## src/dcache_pkg.sv

```systemverilog
package dcache_pkg;

	// Width of one data word on both the master and the slave bus.
	localparam int word_bits = 32;

	// One select bit per byte of a word.
	localparam int sel_bits = word_bits / 8;

	// Addresses count words, so the byte offset bits are dropped.
	localparam int addr_bits = word_bits - $clog2(sel_bits);

	typedef logic [word_bits-1:0] word_t;

	typedef logic [addr_bits-1:0] addr_t;

	typedef logic [sel_bits-1:0] sel_t;

	// Bus op codes shared by the master and the slave port.
	typedef enum logic [1:0] {
		pi_noop = 2'b00,
		pi_wrop = 2'b01,
		pi_rdop = 2'b10
	} pi_op_e;

endpackage

```

## src/dcache_store.sv

```systemverilog
`timescale 1ns/1ps

module dcache_store #(
	parameter int set_count = 8,
	parameter int way_count = 2
) (
	input  logic              clk_i,
	input  logic              rst_i,
	input  logic              crst_i,
	input  logic              look_en_i,
	input  dcache_pkg::addr_t look_addr_i,
	input  dcache_pkg::sel_t  look_sel_i,
	output logic              hit_o,
	output dcache_pkg::word_t rd_data_o,
	output logic              sweeping_o,
	input  logic              wr_en_i,
	input  dcache_pkg::addr_t wr_addr_i,
	input  dcache_pkg::word_t wr_data_i,
	input  dcache_pkg::sel_t  wr_sel_i,
	input  logic              fill_en_i,
	input  dcache_pkg::word_t fill_data_i
);

	localparam int set_bits = $clog2(set_count);
	localparam int way_bits = (way_count > 1) ? $clog2(way_count) : 1;
	localparam int tag_bits = dcache_pkg::addr_bits - set_bits;

	typedef logic [tag_bits-1:0] tag_t;
	typedef logic [set_bits-1:0] set_idx_t;
	typedef logic [way_bits-1:0] way_idx_t;

	tag_t              tag_mem   [way_count][set_count];
	dcache_pkg::word_t data_mem  [way_count][set_count];
	dcache_pkg::sel_t  valid_mem [way_count][set_count];

	dcache_pkg::addr_t look_addr_q;
	dcache_pkg::sel_t  look_sel_q;
	set_idx_t          look_set;
	tag_t              look_tag;
	set_idx_t          wr_set;
	tag_t              wr_tag;
	logic              wr_match;
	way_idx_t          match_way;
	way_idx_t          wr_way;
	way_idx_t          victim_q;
	logic              store_en;
	dcache_pkg::word_t store_data;
	logic              sweep_q;
	set_idx_t          sweep_idx_q;

	// The lookup address is registered, so the result appears one cycle later.
	always_ff @(posedge clk_i) begin
		if (look_en_i) begin
			look_addr_q <= look_addr_i;
			look_sel_q  <= look_sel_i;
		end
	end

	assign look_set = look_addr_q[set_bits-1:0];
	assign look_tag = look_addr_q[dcache_pkg::addr_bits-1:set_bits];
	assign wr_set   = wr_addr_i[set_bits-1:0];
	assign wr_tag   = wr_addr_i[dcache_pkg::addr_bits-1:set_bits];

	// A read hits only if every byte it selects is valid in the matching way.
	always_comb begin
		hit_o     = 1'b0;
		rd_data_o = data_mem[0][look_set];
		for (int w = 0; w < way_count; w++) begin
			if (tag_mem[w][look_set] == look_tag && valid_mem[w][look_set] != '0 &&
			    (valid_mem[w][look_set] & look_sel_q) == look_sel_q) begin
				hit_o     = 1'b1;
				rd_data_o = data_mem[w][look_set];
			end
		end
	end

	// Find the way that already holds the written line, if any.
	always_comb begin
		wr_match  = 1'b0;
		match_way = '0;
		for (int w = 0; w < way_count; w++) begin
			if (tag_mem[w][wr_set] == wr_tag && valid_mem[w][wr_set] != '0) begin
				wr_match  = 1'b1;
				match_way = way_idx_t'(w);
			end
		end
	end

	assign wr_way     = wr_match ? match_way : victim_q;
	assign store_en   = wr_en_i || fill_en_i;
	assign store_data = fill_en_i ? fill_data_i : wr_data_i;

	always_ff @(posedge clk_i) begin
		if (store_en) begin
			tag_mem[wr_way][wr_set] <= wr_tag;
			for (int b = 0; b < dcache_pkg::sel_bits; b++) begin
				if (fill_en_i || wr_sel_i[b])
					data_mem[wr_way][wr_set][8*b +: 8] <= store_data[8*b +: 8];
			end
			// A fresh victim keeps only the bytes just written.
			if (fill_en_i)
				valid_mem[wr_way][wr_set] <= '1;
			else if (wr_match)
				valid_mem[wr_way][wr_set] <= valid_mem[wr_way][wr_set] | wr_sel_i;
			else
				valid_mem[wr_way][wr_set] <= wr_sel_i;
		end
		if (sweep_q) begin
			for (int w = 0; w < way_count; w++)
				valid_mem[w][sweep_idx_q] <= '0;
		end
	end

	// The round-robin victim advances only when a line is allocated.
	always_ff @(posedge clk_i) begin
		if (rst_i)
			victim_q <= '0;
		else if (store_en && !wr_match)
			victim_q <= (victim_q == way_idx_t'(way_count - 1)) ? '0 : victim_q + 1'b1;
	end

	// The sweep clears one set per cycle across all ways.
	always_ff @(posedge clk_i) begin
		if (rst_i || crst_i) begin
			sweep_q     <= 1'b1;
			sweep_idx_q <= '0;
		end else if (sweep_q) begin
			sweep_idx_q <= sweep_idx_q + 1'b1;
			if (sweep_idx_q == set_idx_t'(set_count - 1))
				sweep_q <= 1'b0;
		end
	end

	assign sweeping_o = sweep_q;

endmodule

```

## src/dcache_front.sv

```systemverilog
`timescale 1ns/1ps

module dcache_front (
	input  logic               clk_i,
	input  logic               rst_i,
	input  dcache_pkg::pi_op_e m_op_i,
	input  dcache_pkg::addr_t  m_addr_i,
	input  dcache_pkg::word_t  m_data_i,
	input  dcache_pkg::sel_t   m_sel_i,
	output dcache_pkg::word_t  m_data_o,
	output logic               m_rdy_o,
	output logic               look_en_o,
	output dcache_pkg::addr_t  look_addr_o,
	output dcache_pkg::sel_t   look_sel_o,
	input  logic               hit_i,
	input  dcache_pkg::word_t  rd_data_i,
	input  logic               sweeping_i,
	output logic               wr_en_o,
	output dcache_pkg::addr_t  wr_addr_o,
	output dcache_pkg::word_t  wr_data_o,
	output dcache_pkg::sel_t   wr_sel_o,
	output logic               fill_en_o,
	output dcache_pkg::word_t  fill_data_o,
	output logic               push_o,
	input  logic               near_full_i,
	output logic               fill_req_o,
	output dcache_pkg::addr_t  fill_addr_o,
	input  logic               fill_ack_i,
	input  dcache_pkg::word_t  fill_data_i
);

	typedef enum logic [1:0] {
		st_idle,
		st_lookup,
		st_miss_wait,
		st_release
	} front_state_e;

	front_state_e       state_q;
	logic               fill_req_q;
	dcache_pkg::pi_op_e op_q;
	dcache_pkg::addr_t  addr_q;
	dcache_pkg::word_t  data_q;
	dcache_pkg::sel_t   sel_q;
	dcache_pkg::word_t  fill_q;
	logic               is_wr_q;
	logic               accept;

	assign is_wr_q = (op_q == dcache_pkg::pi_wrop);

	// Ready depends on the state; a read hit keeps the port open back to back.
	always_comb begin
		m_rdy_o = 1'b0;
		case (state_q)
			st_idle:    m_rdy_o = !sweeping_i && !near_full_i;
			st_lookup:  m_rdy_o = !is_wr_q && hit_i;
			st_release: m_rdy_o = !fill_ack_i && !sweeping_i;
			default:    m_rdy_o = 1'b0;
		endcase
	end

	assign accept = m_rdy_o && (m_op_i != dcache_pkg::pi_noop);

	always_ff @(posedge clk_i) begin
		if (accept) begin
			op_q   <= m_op_i;
			addr_q <= m_addr_i;
			data_q <= m_data_i;
			sel_q  <= m_sel_i;
		end
		if (fill_en_o)
			fill_q <= fill_data_i;
	end

	always_ff @(posedge clk_i) begin
		if (rst_i) begin
			state_q    <= st_idle;
			fill_req_q <= 1'b0;
		end else begin
			case (state_q)
				st_idle: begin
					if (accept)
						state_q <= st_lookup;
				end
				st_lookup: begin
					if (!is_wr_q && !hit_i) begin
						state_q    <= st_miss_wait;
						fill_req_q <= 1'b1;
					end else begin
						state_q <= accept ? st_lookup : st_idle;
					end
				end
				st_miss_wait: begin
					if (fill_ack_i) begin
						state_q    <= st_release;
						fill_req_q <= 1'b0;
					end
				end
				default: begin
					// Wait here until the arbiter has dropped its ack.
					if (m_rdy_o)
						state_q <= accept ? st_lookup : st_idle;
				end
			endcase
		end
	end

	assign look_en_o   = accept;
	assign look_addr_o = m_addr_i;
	assign look_sel_o  = m_sel_i;

	// The write goes to the store and the buffer in the same cycle.
	assign wr_en_o   = (state_q == st_lookup) && is_wr_q;
	assign push_o    = wr_en_o;
	assign wr_addr_o = addr_q;
	assign wr_data_o = data_q;
	assign wr_sel_o  = sel_q;

	assign fill_en_o   = (state_q == st_miss_wait) && fill_ack_i;
	assign fill_data_o = fill_data_i;
	assign fill_req_o  = fill_req_q;
	assign fill_addr_o = addr_q;

	assign m_data_o = (state_q == st_release) ? fill_q : rd_data_i;

endmodule

```

## src/dcache_write_buffer.sv

```systemverilog
`timescale 1ns/1ps

module dcache_write_buffer #(
	parameter int buf_depth = 4
) (
	input  logic              clk_i,
	input  logic              rst_i,
	input  logic              push_i,
	input  dcache_pkg::addr_t push_addr_i,
	input  dcache_pkg::word_t push_data_i,
	input  dcache_pkg::sel_t  push_sel_i,
	output logic              near_full_o,
	output logic              empty_o,
	output logic              wb_req_o,
	output dcache_pkg::addr_t wb_addr_o,
	output dcache_pkg::word_t wb_data_o,
	output dcache_pkg::sel_t  wb_sel_o,
	input  logic              wb_ack_i
);

	localparam int ptr_bits = (buf_depth > 1) ? $clog2(buf_depth) : 1;
	localparam int cnt_bits = $clog2(buf_depth + 1);

	typedef logic [ptr_bits-1:0] ptr_t;
	typedef logic [cnt_bits-1:0] cnt_t;

	dcache_pkg::addr_t addr_mem [buf_depth];
	dcache_pkg::word_t data_mem [buf_depth];
	dcache_pkg::sel_t  sel_mem  [buf_depth];

	ptr_t wr_ptr_q;
	ptr_t rd_ptr_q;
	cnt_t count_q;
	logic req_q;
	logic pop;

	function automatic ptr_t next_ptr(input ptr_t p);
		return (p == ptr_t'(buf_depth - 1)) ? '0 : p + 1'b1;
	endfunction

	// The head entry leaves once its write has completed on the slave bus.
	assign pop = req_q && wb_ack_i;

	always_ff @(posedge clk_i) begin
		if (push_i) begin
			addr_mem[wr_ptr_q] <= push_addr_i;
			data_mem[wr_ptr_q] <= push_data_i;
			sel_mem[wr_ptr_q]  <= push_sel_i;
		end
	end

	always_ff @(posedge clk_i) begin
		if (rst_i) begin
			wr_ptr_q <= '0;
			rd_ptr_q <= '0;
			count_q  <= '0;
			req_q    <= 1'b0;
		end else begin
			if (push_i)
				wr_ptr_q <= next_ptr(wr_ptr_q);
			if (pop)
				rd_ptr_q <= next_ptr(rd_ptr_q);
			if (push_i && !pop)
				count_q <= count_q + 1'b1;
			else if (pop && !push_i)
				count_q <= count_q - 1'b1;
			// A new request waits until the previous ack has fallen.
			if (pop)
				req_q <= 1'b0;
			else if (!req_q && !wb_ack_i && (count_q != '0 || push_i))
				req_q <= 1'b1;
		end
	end

	assign wb_req_o    = req_q;
	assign wb_addr_o   = addr_mem[rd_ptr_q];
	assign wb_data_o   = data_mem[rd_ptr_q];
	assign wb_sel_o    = sel_mem[rd_ptr_q];
	assign empty_o     = (count_q == '0);
	assign near_full_o = (count_q >= cnt_t'(buf_depth - 1));

endmodule

```

## src/dcache_bus_arbiter.sv

```systemverilog
`timescale 1ns/1ps

module dcache_bus_arbiter (
	input  logic               clk_i,
	input  logic               rst_i,
	input  logic               wb_req_i,
	input  dcache_pkg::addr_t  wb_addr_i,
	input  dcache_pkg::word_t  wb_data_i,
	input  dcache_pkg::sel_t   wb_sel_i,
	input  logic               wb_empty_i,
	output logic               wb_ack_o,
	input  logic               fill_req_i,
	input  dcache_pkg::addr_t  fill_addr_i,
	output logic               fill_ack_o,
	output dcache_pkg::word_t  fill_data_o,
	output dcache_pkg::pi_op_e s_op_o,
	output dcache_pkg::addr_t  s_addr_o,
	output dcache_pkg::word_t  s_data_o,
	output dcache_pkg::sel_t   s_sel_o,
	input  dcache_pkg::word_t  s_data_i,
	input  logic               s_rdy_i
);

	typedef enum logic [1:0] {
		arb_idle,
		arb_busy,
		arb_ack
	} arb_state_e;

	arb_state_e        state_q;
	logic              owner_fill_q;
	logic              wb_ack_q;
	logic              fill_ack_q;
	dcache_pkg::word_t fill_data_q;
	logic              pick_fill;
	logic              use_fill;
	logic              issue;

	// Posted writes go first; a fill waits until the buffer is drained.
	assign pick_fill = fill_req_i && !wb_req_i && wb_empty_i;
	assign use_fill  = (state_q == arb_idle) ? pick_fill : owner_fill_q;
	assign issue     = (state_q == arb_idle) && s_rdy_i && (wb_req_i || pick_fill);

	always_comb begin
		s_op_o = dcache_pkg::pi_noop;
		if (issue)
			s_op_o = use_fill ? dcache_pkg::pi_rdop : dcache_pkg::pi_wrop;
	end

	assign s_addr_o = use_fill ? fill_addr_i : wb_addr_i;
	assign s_data_o = wb_data_i;
	assign s_sel_o  = use_fill ? '1 : wb_sel_i;

	always_ff @(posedge clk_i) begin
		if (rst_i) begin
			state_q      <= arb_idle;
			owner_fill_q <= 1'b0;
			wb_ack_q     <= 1'b0;
			fill_ack_q   <= 1'b0;
		end else begin
			case (state_q)
				arb_idle: begin
					if (issue) begin
						owner_fill_q <= use_fill;
						state_q      <= arb_busy;
					end
				end
				arb_busy: begin
					// The next ready cycle completes the command.
					if (s_rdy_i) begin
						fill_ack_q <= owner_fill_q;
						wb_ack_q   <= !owner_fill_q;
						state_q    <= arb_ack;
					end
				end
				default: begin
					if (owner_fill_q ? !fill_req_i : !wb_req_i) begin
						fill_ack_q <= 1'b0;
						wb_ack_q   <= 1'b0;
						state_q    <= arb_idle;
					end
				end
			endcase
		end
	end

	always_ff @(posedge clk_i) begin
		if (state_q == arb_busy && s_rdy_i && owner_fill_q)
			fill_data_q <= s_data_i;
	end

	assign wb_ack_o    = wb_ack_q;
	assign fill_ack_o  = fill_ack_q;
	assign fill_data_o = fill_data_q;

endmodule

```

## src/dcache_top.sv

```systemverilog
`timescale 1ns/1ps

module dcache_top #(
	parameter int set_count = 8,
	parameter int way_count = 2,
	parameter int buf_depth = 4
) (
	input  logic               clk_i,
	input  logic               rst_i,
	input  logic               crst_i,
	input  dcache_pkg::pi_op_e m_op_i,
	input  dcache_pkg::addr_t  m_addr_i,
	input  dcache_pkg::word_t  m_data_i,
	input  dcache_pkg::sel_t   m_sel_i,
	output dcache_pkg::word_t  m_data_o,
	output logic               m_rdy_o,
	output dcache_pkg::pi_op_e s_op_o,
	output dcache_pkg::addr_t  s_addr_o,
	output dcache_pkg::word_t  s_data_o,
	output dcache_pkg::sel_t   s_sel_o,
	input  dcache_pkg::word_t  s_data_i,
	input  logic               s_rdy_i
);

	// Lookup and update path between the front end and the store.
	logic              look_en;
	dcache_pkg::addr_t look_addr;
	dcache_pkg::sel_t  look_sel;
	logic              hit;
	dcache_pkg::word_t rd_data;
	logic              sweeping;
	logic              wr_en;
	dcache_pkg::addr_t wr_addr;
	dcache_pkg::word_t wr_data;
	dcache_pkg::sel_t  wr_sel;
	logic              fill_en;
	dcache_pkg::word_t store_fill_data;

	// Posted writes and the write buffer request.
	logic              push;
	logic              near_full;
	logic              wb_empty;
	logic              wb_req;
	logic              wb_ack;
	dcache_pkg::addr_t wb_addr;
	dcache_pkg::word_t wb_data;
	dcache_pkg::sel_t  wb_sel;

	// Miss fill request.
	logic              fill_req;
	logic              fill_ack;
	dcache_pkg::addr_t fill_addr;
	dcache_pkg::word_t arb_fill_data;

	dcache_front u_front (
		.clk_i       (clk_i),
		.rst_i       (rst_i),
		.m_op_i      (m_op_i),
		.m_addr_i    (m_addr_i),
		.m_data_i    (m_data_i),
		.m_sel_i     (m_sel_i),
		.m_data_o    (m_data_o),
		.m_rdy_o     (m_rdy_o),
		.look_en_o   (look_en),
		.look_addr_o (look_addr),
		.look_sel_o  (look_sel),
		.hit_i       (hit),
		.rd_data_i   (rd_data),
		.sweeping_i  (sweeping),
		.wr_en_o     (wr_en),
		.wr_addr_o   (wr_addr),
		.wr_data_o   (wr_data),
		.wr_sel_o    (wr_sel),
		.fill_en_o   (fill_en),
		.fill_data_o (store_fill_data),
		.push_o      (push),
		.near_full_i (near_full),
		.fill_req_o  (fill_req),
		.fill_addr_o (fill_addr),
		.fill_ack_i  (fill_ack),
		.fill_data_i (arb_fill_data)
	);

	dcache_store #(
		.set_count (set_count),
		.way_count (way_count)
	) u_store (
		.clk_i       (clk_i),
		.rst_i       (rst_i),
		.crst_i      (crst_i),
		.look_en_i   (look_en),
		.look_addr_i (look_addr),
		.look_sel_i  (look_sel),
		.hit_o       (hit),
		.rd_data_o   (rd_data),
		.sweeping_o  (sweeping),
		.wr_en_i     (wr_en),
		.wr_addr_i   (wr_addr),
		.wr_data_i   (wr_data),
		.wr_sel_i    (wr_sel),
		.fill_en_i   (fill_en),
		.fill_data_i (store_fill_data)
	);

	dcache_write_buffer #(
		.buf_depth (buf_depth)
	) u_write_buffer (
		.clk_i       (clk_i),
		.rst_i       (rst_i),
		.push_i      (push),
		.push_addr_i (wr_addr),
		.push_data_i (wr_data),
		.push_sel_i  (wr_sel),
		.near_full_o (near_full),
		.empty_o     (wb_empty),
		.wb_req_o    (wb_req),
		.wb_addr_o   (wb_addr),
		.wb_data_o   (wb_data),
		.wb_sel_o    (wb_sel),
		.wb_ack_i    (wb_ack)
	);

	dcache_bus_arbiter u_bus_arbiter (
		.clk_i       (clk_i),
		.rst_i       (rst_i),
		.wb_req_i    (wb_req),
		.wb_addr_i   (wb_addr),
		.wb_data_i   (wb_data),
		.wb_sel_i    (wb_sel),
		.wb_empty_i  (wb_empty),
		.wb_ack_o    (wb_ack),
		.fill_req_i  (fill_req),
		.fill_addr_i (fill_addr),
		.fill_ack_o  (fill_ack),
		.fill_data_o (arb_fill_data),
		.s_op_o      (s_op_o),
		.s_addr_o    (s_addr_o),
		.s_data_o    (s_data_o),
		.s_sel_o     (s_sel_o),
		.s_data_i    (s_data_i),
		.s_rdy_i     (s_rdy_i)
	);

endmodule

```

## config.mk

```make
export PLATFORM = sky130hd
export DESIGN_NAME = dcache_top
export DESIGN_NICKNAME = d
export VERILOG_FILES = /design/src/dcache_pkg.sv /design/src/dcache_store.sv /design/src/dcache_front.sv /design/src/dcache_write_buffer.sv /design/src/dcache_bus_arbiter.sv /design/src/dcache_top.sv
export SDC_FILE = /design/constraint.sdc
export NUM_CORES = 1
export LEC_CHECK = 0
export ABC_AREA = 1
export BUFFER_PORTS_ARGS = -buffer_cell sky130_fd_sc_hd__buf_4
export CAP_MARGIN = 10
export CORE_ASPECT_RATIO = 2
export CORE_MARGIN = 1.5
export CORE_UTILIZATION = 41
export CTS_CLUSTER_DIAMETER = 100
export CTS_CLUSTER_SIZE = 24
export DETAILED_ROUTE_END_ITERATION = 8
export REMOVE_ABC_BUFFERS = 1
export SLEW_MARGIN = 10
export SYNTH_ARGS = -nofsm -noshare
export SYNTH_HDL_FRONTEND = slang
export SYNTH_SLANG_ARGS = --single-unit
```

## constraint.sdc

```tcl
create_clock -name clk_i -period 5.77 [get_ports clk_i]
set_input_delay 0.8655 -clock clk_i [delete_from_list [all_inputs] [get_ports clk_i]]
set_output_delay 0.8655 -clock clk_i [all_outputs]
set_load 0.02 [all_outputs]
```

* Word-level counts from Yosys, hierarchy flattened
Memories as Yosys holds them, arrays and structs flattened. A register that Yosys moved wholly into a read port is not among the register bits. Cells that the tools add are included.
Cells by class: reductions and logical operators 63, eq/ne operators 17, muxes and demuxes 943, bitwise logic cells 838, $add $sub $neg 6, $lt $le $gt $ge 5
Operator list (count):
- $mux W256 | 4
- $mux W1 | 869
- $or A1 B1 Y1 | 832
- $demux W32 S3 | 4
- $mux W32 | 12
- $mux W216 | 1
- $bmux W32 S3 | 2
- $bmux W27 S3 | 2
- $mux W27 | 5
- $demux W27 S3 | 1
- $eq A27 B27 Y1 | 2
- $bmux W4 S3 | 3
- $mux W4 | 9
- $mux W2 | 17
- $mux W30 | 1
- $logic_and A1 B1 Y1 | 25
- $demux W4 S3 | 2
- $mux W24 | 1
- $mux W16 | 1
- $logic_not A1 Y1 | 12
- $reduce_and A3 Y1 | 4
- $reduce_bool A4 Y1 | 3
- $and A4 B4 Y4 | 2
- $eq A2 B2 Y1 const B | 4
- 28 further kinds | 54
Word-level totals: bits in writable memories 1272, memories 6, output and inout bits 101, bits of input ports 104, register bits after elaboration 153, word-level logic and storage cells 1897
Memory list:
- u_store.data_mem | words 2, bits a word 256, read ports 2, clocked after memory_dff 0, write ports 1, RTL line dcache_store.sv:33 | dcache_pkg::word_t data_mem [way_count][set_count];
- u_store.tag_mem | words 2, bits a word 216, read ports 2, clocked after memory_dff 0, write ports 1, RTL line dcache_store.sv:32 | tag_t tag_mem [way_count][set_count];
- u_write_buffer.data_mem | words 4, bits a word 32, read ports 1, clocked after memory_dff 1, write ports 1, RTL line dcache_write_buffer.sv:28 | dcache_pkg::word_t data_mem [buf_depth];
- u_write_buffer.addr_mem | words 4, bits a word 30, read ports 1, clocked after memory_dff 1, write ports 1, RTL line dcache_write_buffer.sv:27 | dcache_pkg::addr_t addr_mem [buf_depth];
- u_store.valid_mem | words 2, bits a word 32, read ports 3, clocked after memory_dff 0, write ports 3, RTL line dcache_store.sv:34 | dcache_pkg::sel_t valid_mem [way_count][set_count];
- u_write_buffer.sel_mem | words 4, bits a word 4, read ports 1, clocked after memory_dff 1, write ports 1, RTL line dcache_write_buffer.sv:29 | dcache_pkg::sel_t sel_mem [buf_depth];

* Logic depth before layout (Yosys ltp)
An unclocked memory read counts as a cell.
word-level depth 16, gate-level depth with buffers 27, mapped depth without buffers 24

* By module
From an unflattened synthesis, not the netlist that was laid out.
Second synthesis, totals: cells, all modules 6106, area, all modules 66065.9 um2
Modules (own cells, without submodules):
- dcache_store | cells each 4834, instances 1, seq. area each 30749.5 um2, area an instance 48703.0 um2
- dcache_write_buffer | cells each 704, instances 1, seq. area each 8127.8 um2, area an instance 10882.9 um2
- dcache_front | cells each 355, instances 1, seq. area each 3062.9 um2, area an instance 4486.8 um2
- dcache_bus_arbiter | cells each 213, instances 1, seq. area each 1061.0 um2, area an instance 1993.2 um2

* Worst setup path after synthesis
Ideal clock, no wire load.
path type reg2reg, start register u_front.state_q[1], end memory u_write_buffer.addr_mem[0][0] (netlist name) (enable), clock period less this slack 4368 ps, library setup time 491 ps, arrival time 3878 ps, cell stages (with the launch flop) 8, buffers on the path 1, required time 5279 ps, path slack 1402 ps, path through dfxtp_1 -> inv_1 -> ha_1 -> inv_1 -> nor2_1 -> inv_1 -> clkbuf_1 -> nor2_1
Between the ends: longest elaborated chain between the ends 4
Ends and longest elaborated chain:
- start: declaration | RTL line dcache_front.sv:39 | front_state_e state_q;
- start signal: assignment | RTL line dcache_front.sv:77 | state_q <= st_idle;
- start signal: assignment | RTL line dcache_front.sv:83 | state_q <= st_lookup;
- start signal: assignment | RTL line dcache_front.sv:87 | state_q <= st_miss_wait;
- $eq A2 B1 Y1 | RTL line dcache_front.sv:113 | assign wr_en_o = (state_q == st_lookup) && is_wr_q;
- $logic_and A1 B1 Y1 | RTL line dcache_front.sv:113
- named net push | RTL line dcache_top.sv:40 | logic push;
- $mux W1 | RTL line dcache_write_buffer.sv:45 | if (push_i) begin
- $mux W1 (not written as such) | RTL line dcache_write_buffer.sv:46 | addr_mem[wr_ptr_q] <= push_addr_i;
- end: declaration | RTL line dcache_write_buffer.sv:27
The timed path passes the listed nets, and every way through them passes these cells.

==> out/metrics.csv <==
stage;metric;value;unit
run_status;status;completed;
synthesis;post-synthesis instance area;0.05795;sq mm
synthesis;largest area contributor in the netlist;edfxtp_1;
pwr;P_sw;4.021;mW
synthesis;Synth Warn #;0;
clock_tree;CTS sink cnt;1427;
floorplanning;DIE AREA;0.1437;sq mm
clock_tree;Worst-path clk slew;0.10;ns
global_route;vias in the first global route;37950;
pwr;Seq pwr share;62.9;%
floorplanning;Site Rows;195;
setup_path;most frequent CP cell;nand2_1;
synthesis;Post-Synth Adder-Cell Area;0.3152;%
timing;final hold vios;0;
timing;Final min period;5.508;ns
clock_tree;CTS tree;yes;
clock_tree;CTS Buffer Depth;3;
synthesis;largest family of logic cells by synthesized area;simple AND/OR/NAND/NOR gates;
placed_design;placed insts;6862;
synthesis;Seq/Total Area, Yosys;72.45;%
pwr;combinational share of power;6.3;%
synthesis;Synth Area in XOR/XNOR;0.04534;%
clock_tree;hold_buf cts;0;
floorplanning;Die Height;534.7;um
layout;most frequent cells in the layout;1340 x edfxtp_1, 1037 x nand2_1, 490 x nor2_1;
floorplanning;IO Pins;205;
pwr;PD cells;279.2;mW/mm^2
floorplanning;chip width;268.8;um
layout;Area Growth Syn to Fin;11.02;%
synthesis;Post-synth EDFFs;1340;
floorplanning;core area;0.1408;sq mm
timing;Final Skew;0.02800;ns
synthesis;post-synth cell types;49;
synthesis;Cells after Synth;4865;
global_route;pin count of the biggest net entering global routing;161;
layout;commonest non-fill, non-tap cell in the layout;edfxtp_1;
pwr;Clk pwr share;30.8;%
setup_path;crit-path cells;buf_16, nand2_1, nand3b_1, nand2_1, o21ai_1, nand3_1, nor2_1, nand2_1, nor3_2, nand3_1, nand2_1, nand2_1, nand2_1, nand2_1, inv_1, buf_4;
synthesis;mux cell area share after synthesis;0;%
timing;Slew @ Worst Pin;1.189;ns
synthesis;post-synth top area share;69.44;%
placed_design;gp weighted congestion;0.9858;
detailed_routing;final WL;179.4;mm
setup_path;Crit Path Max Fanout;160;
detailed_routing;Post-DRT Antenna Nets;0;
layout;Filler cells;12780;
layout;multi-input logic area;0.01358;sq mm
setup_path;worst path arrival time;4.64;ns
timing;endpoints failing setup;0;
timing;Slew HR;20.43;%
detailed_routing;via count;38700;
setup_path;CP Class;reg -> out;
synthesis;Synth Flop Type;edfxtp_1;
pwr;Pint;13.94;mW
global_route;total routing usage reported by global routing;24.88;%
run;Max-Cap Viols;0;
detailed_routing;starting DRC count in detailed routing;3648;
synthesis;Compound-Gate Fraction of Synth Area;8.369;%
timing;RSZ-0062 raised after global routing;false;
setup_path;Slowest Stage Delay on Critical Path;0.64;ns
placed_design;pre-CTS setup slack;0.4887;ns
synthesis;count of state elements after synthesis;1427;
detailed_routing;1st-pass router iterations;6;
layout;register area;0.04199;sq mm
placed_design;port bufs;204;
detailed_routing;Remaining DRCs;0;
synthesis;Syn Area/Cell;11.91;sq um
pwr;sw frac;22.39;%
layout;nets;5184;
layout;fin cells;6978;
timing;Hold WS;0.3228;ns
timing;final worst slack;0.2616;ns
clock_tree;CTS root buffer;clkbuf_16;
global_route;first-pass GRT wire length;256.4;mm
layout;fin util;45.70;%
placed_design;hpwl dp;116.1;mm
pwr;Pleak;23.64;nW
pwr;Max VDD drop;0.3323;mV
layout;layout cell share with drive strength beyond 1;10.30;%
timing;maximum operating frequency;0.1815;GHz
global_route;initial antenna violation count;3;
detailed_routing;vias per cell;5.546;
detailed_routing;Avg WL per Cell;25.70;um
setup_path;WP data required;4.90;ns
timing;pins over their slew limit;0;
setup_path;startpoint types;flop;
clock_tree;CTS Buf Count;69;
timing;crit share post-route;95.47;%
clock_tree;H-tree depth;3;
setup_path;Crit. End Element;output pin;
hold_path;Hold Crit Class;in -> reg;
synthesis;Simple-Gate Fraction of Synth Area;14.38;%
clock_tree;clk_lat worst skew;0.72;ns
synthesis;Synth area leaders;edfxtp_1 69%, nand2_1 6.7%, nor2_1 3.3%, dfxtp_1 3.0%, o21ai_0 3.0%;
synthesis;ys async rst share;0;%
floorplanning;Initial Utilization;41.16;%
global_route;total gr overflow;0;
setup_path;Worst path slowest cell;o21ai_1;
==> what timing repair did <==
action                     in CTS  in global routing
setup buffers                   0                  3
setup endpoints to repair       1                 33
resized for setup               3                  7
==> area by class of cell <==
cell class / count / area share, %
well taps: 1871 / 3.639
clock buffers: 104 / 2.954
repair buffers: 356 / 4.438
clock inverters: 7 / 0.09530
multi-input cells: 2793 / 21.11
inverters: 419 / 2.497
flip-flops and latches: 1427 / 65.27
diodes: 1 / 0.003890
==> critical path, delay by kind of cell, from the launching register on <==
| family | cells | cell delay, ns |
|---|---|---|
| DFF | 1 | 0.62 |
| and+or+nand+nor | 12 | 1.70 |
| buffers and inverters | 3 | 0.71 |
| AOI/OAI and AO/OA | 1 | 0.64 |
==> synth_stat cells, types with 49 or more instances <==
| cell | n |
|---|---|
| a221oi_1 | 68 |
| buf_2 | 61 |
| nand4_1 | 53 |
| nand3_1 | 277 |
| dfxtp_1 | 87 |
| o22ai_1 | 67 |
| a22oi_1 | 61 |
| o211ai_1 | 49 |
| edfxtp_1 | 1340 |
| nand2_1 | 1038 |
| nor2_1 | 503 |
| a21oi_1 | 92 |
| clkbuf_1 | 127 |
| inv_1 | 401 |
| o21ai_0 | 346 |
==> routing by layer <==
| layer | up-vias | wire length (um) | track usage [%] |
|---|---|---|---|
| met5 | - | 26 | 0 |
| met4 | 4 | 12060 | 14.98 |
| met3 | 466 | 10820 | 2.928 |
| met2 | 1656 | 94690 | 45.16 |
| met1 | 19140 | 61760 | 27.56 |
| li1 | 17430 | - | - |
==> sequential cells by signal (all words and copies together), names as in the netlist, 3 cells and up, named ones only <==
signal / flops
u_store.data_mem: 512
u_store.tag_mem: 432
u_write_buffer.data_mem: 128
u_write_buffer.addr_mem: 120
u_store.valid_mem: 64
u_bus_arbiter.fill_data_o: 32
u_front.fill_q: 32
u_front.wr_data_o: 32
u_front.fill_addr_o: 30
u_write_buffer.sel_mem: 16
u_front.wr_sel_o: 4
u_store.sweep_idx_q: 3
u_write_buffer.count_q: 3
==> stage by stage <==
step                setup TNS [ns]  total power [mW]  instance area (sq um)
finish                           0             17.96                  64330
global route                     0             18.49                  64330
CTS                              0             18.07                  64250
detailed placement               0             12.68                  62280
global placement                 0             12.67                  62280
floorplan                 -9172.79             12.11                  56950
==> power groups by stage <==
stage | clock network (mW) | registers, mW | logic [mW]
6_report | 5.53 | 11.3 | 1.14
5_1_grt | 5.96 | 11.3 | 1.23
4_1_cts | 5.62 | 11.3 | 1.16
3_5_place_dp | 0 | 11.5 | 1.15
3_3_place_gp | 0 | 11.5 | 1.15
2_1_floorplan | 0 | 11.5 | 0.589
==> logic make-up after synthesis <==
group	Yosys count
compound gates	795
xor+xnor	3
buf+inv	645
flops	1427
fa+ha+maj	14
simple gates	1981
==> worst paths after layout <==
| check | from | end | slack, ns | depth (start not counted) |
|---|---|---|---|---|
| worst min-delay path | m_addr_i[8] | u_front.fill_addr_o[8] | 0.32 | 1 |
| worst max register to register | u_front.fill_addr_o[0] | u_store.data_mem[1][140] | 0.78 | 17 |
| worst max-delay path | u_front.fill_addr_o[0] | m_rdy_o | 0.26 | 16 |
| worst min register to register | u_bus_arbiter.fill_data_o[26] | u_front.fill_q[26] | 0.45 | 0 |
No activity file was read; power rests on OpenSTA's default activity.
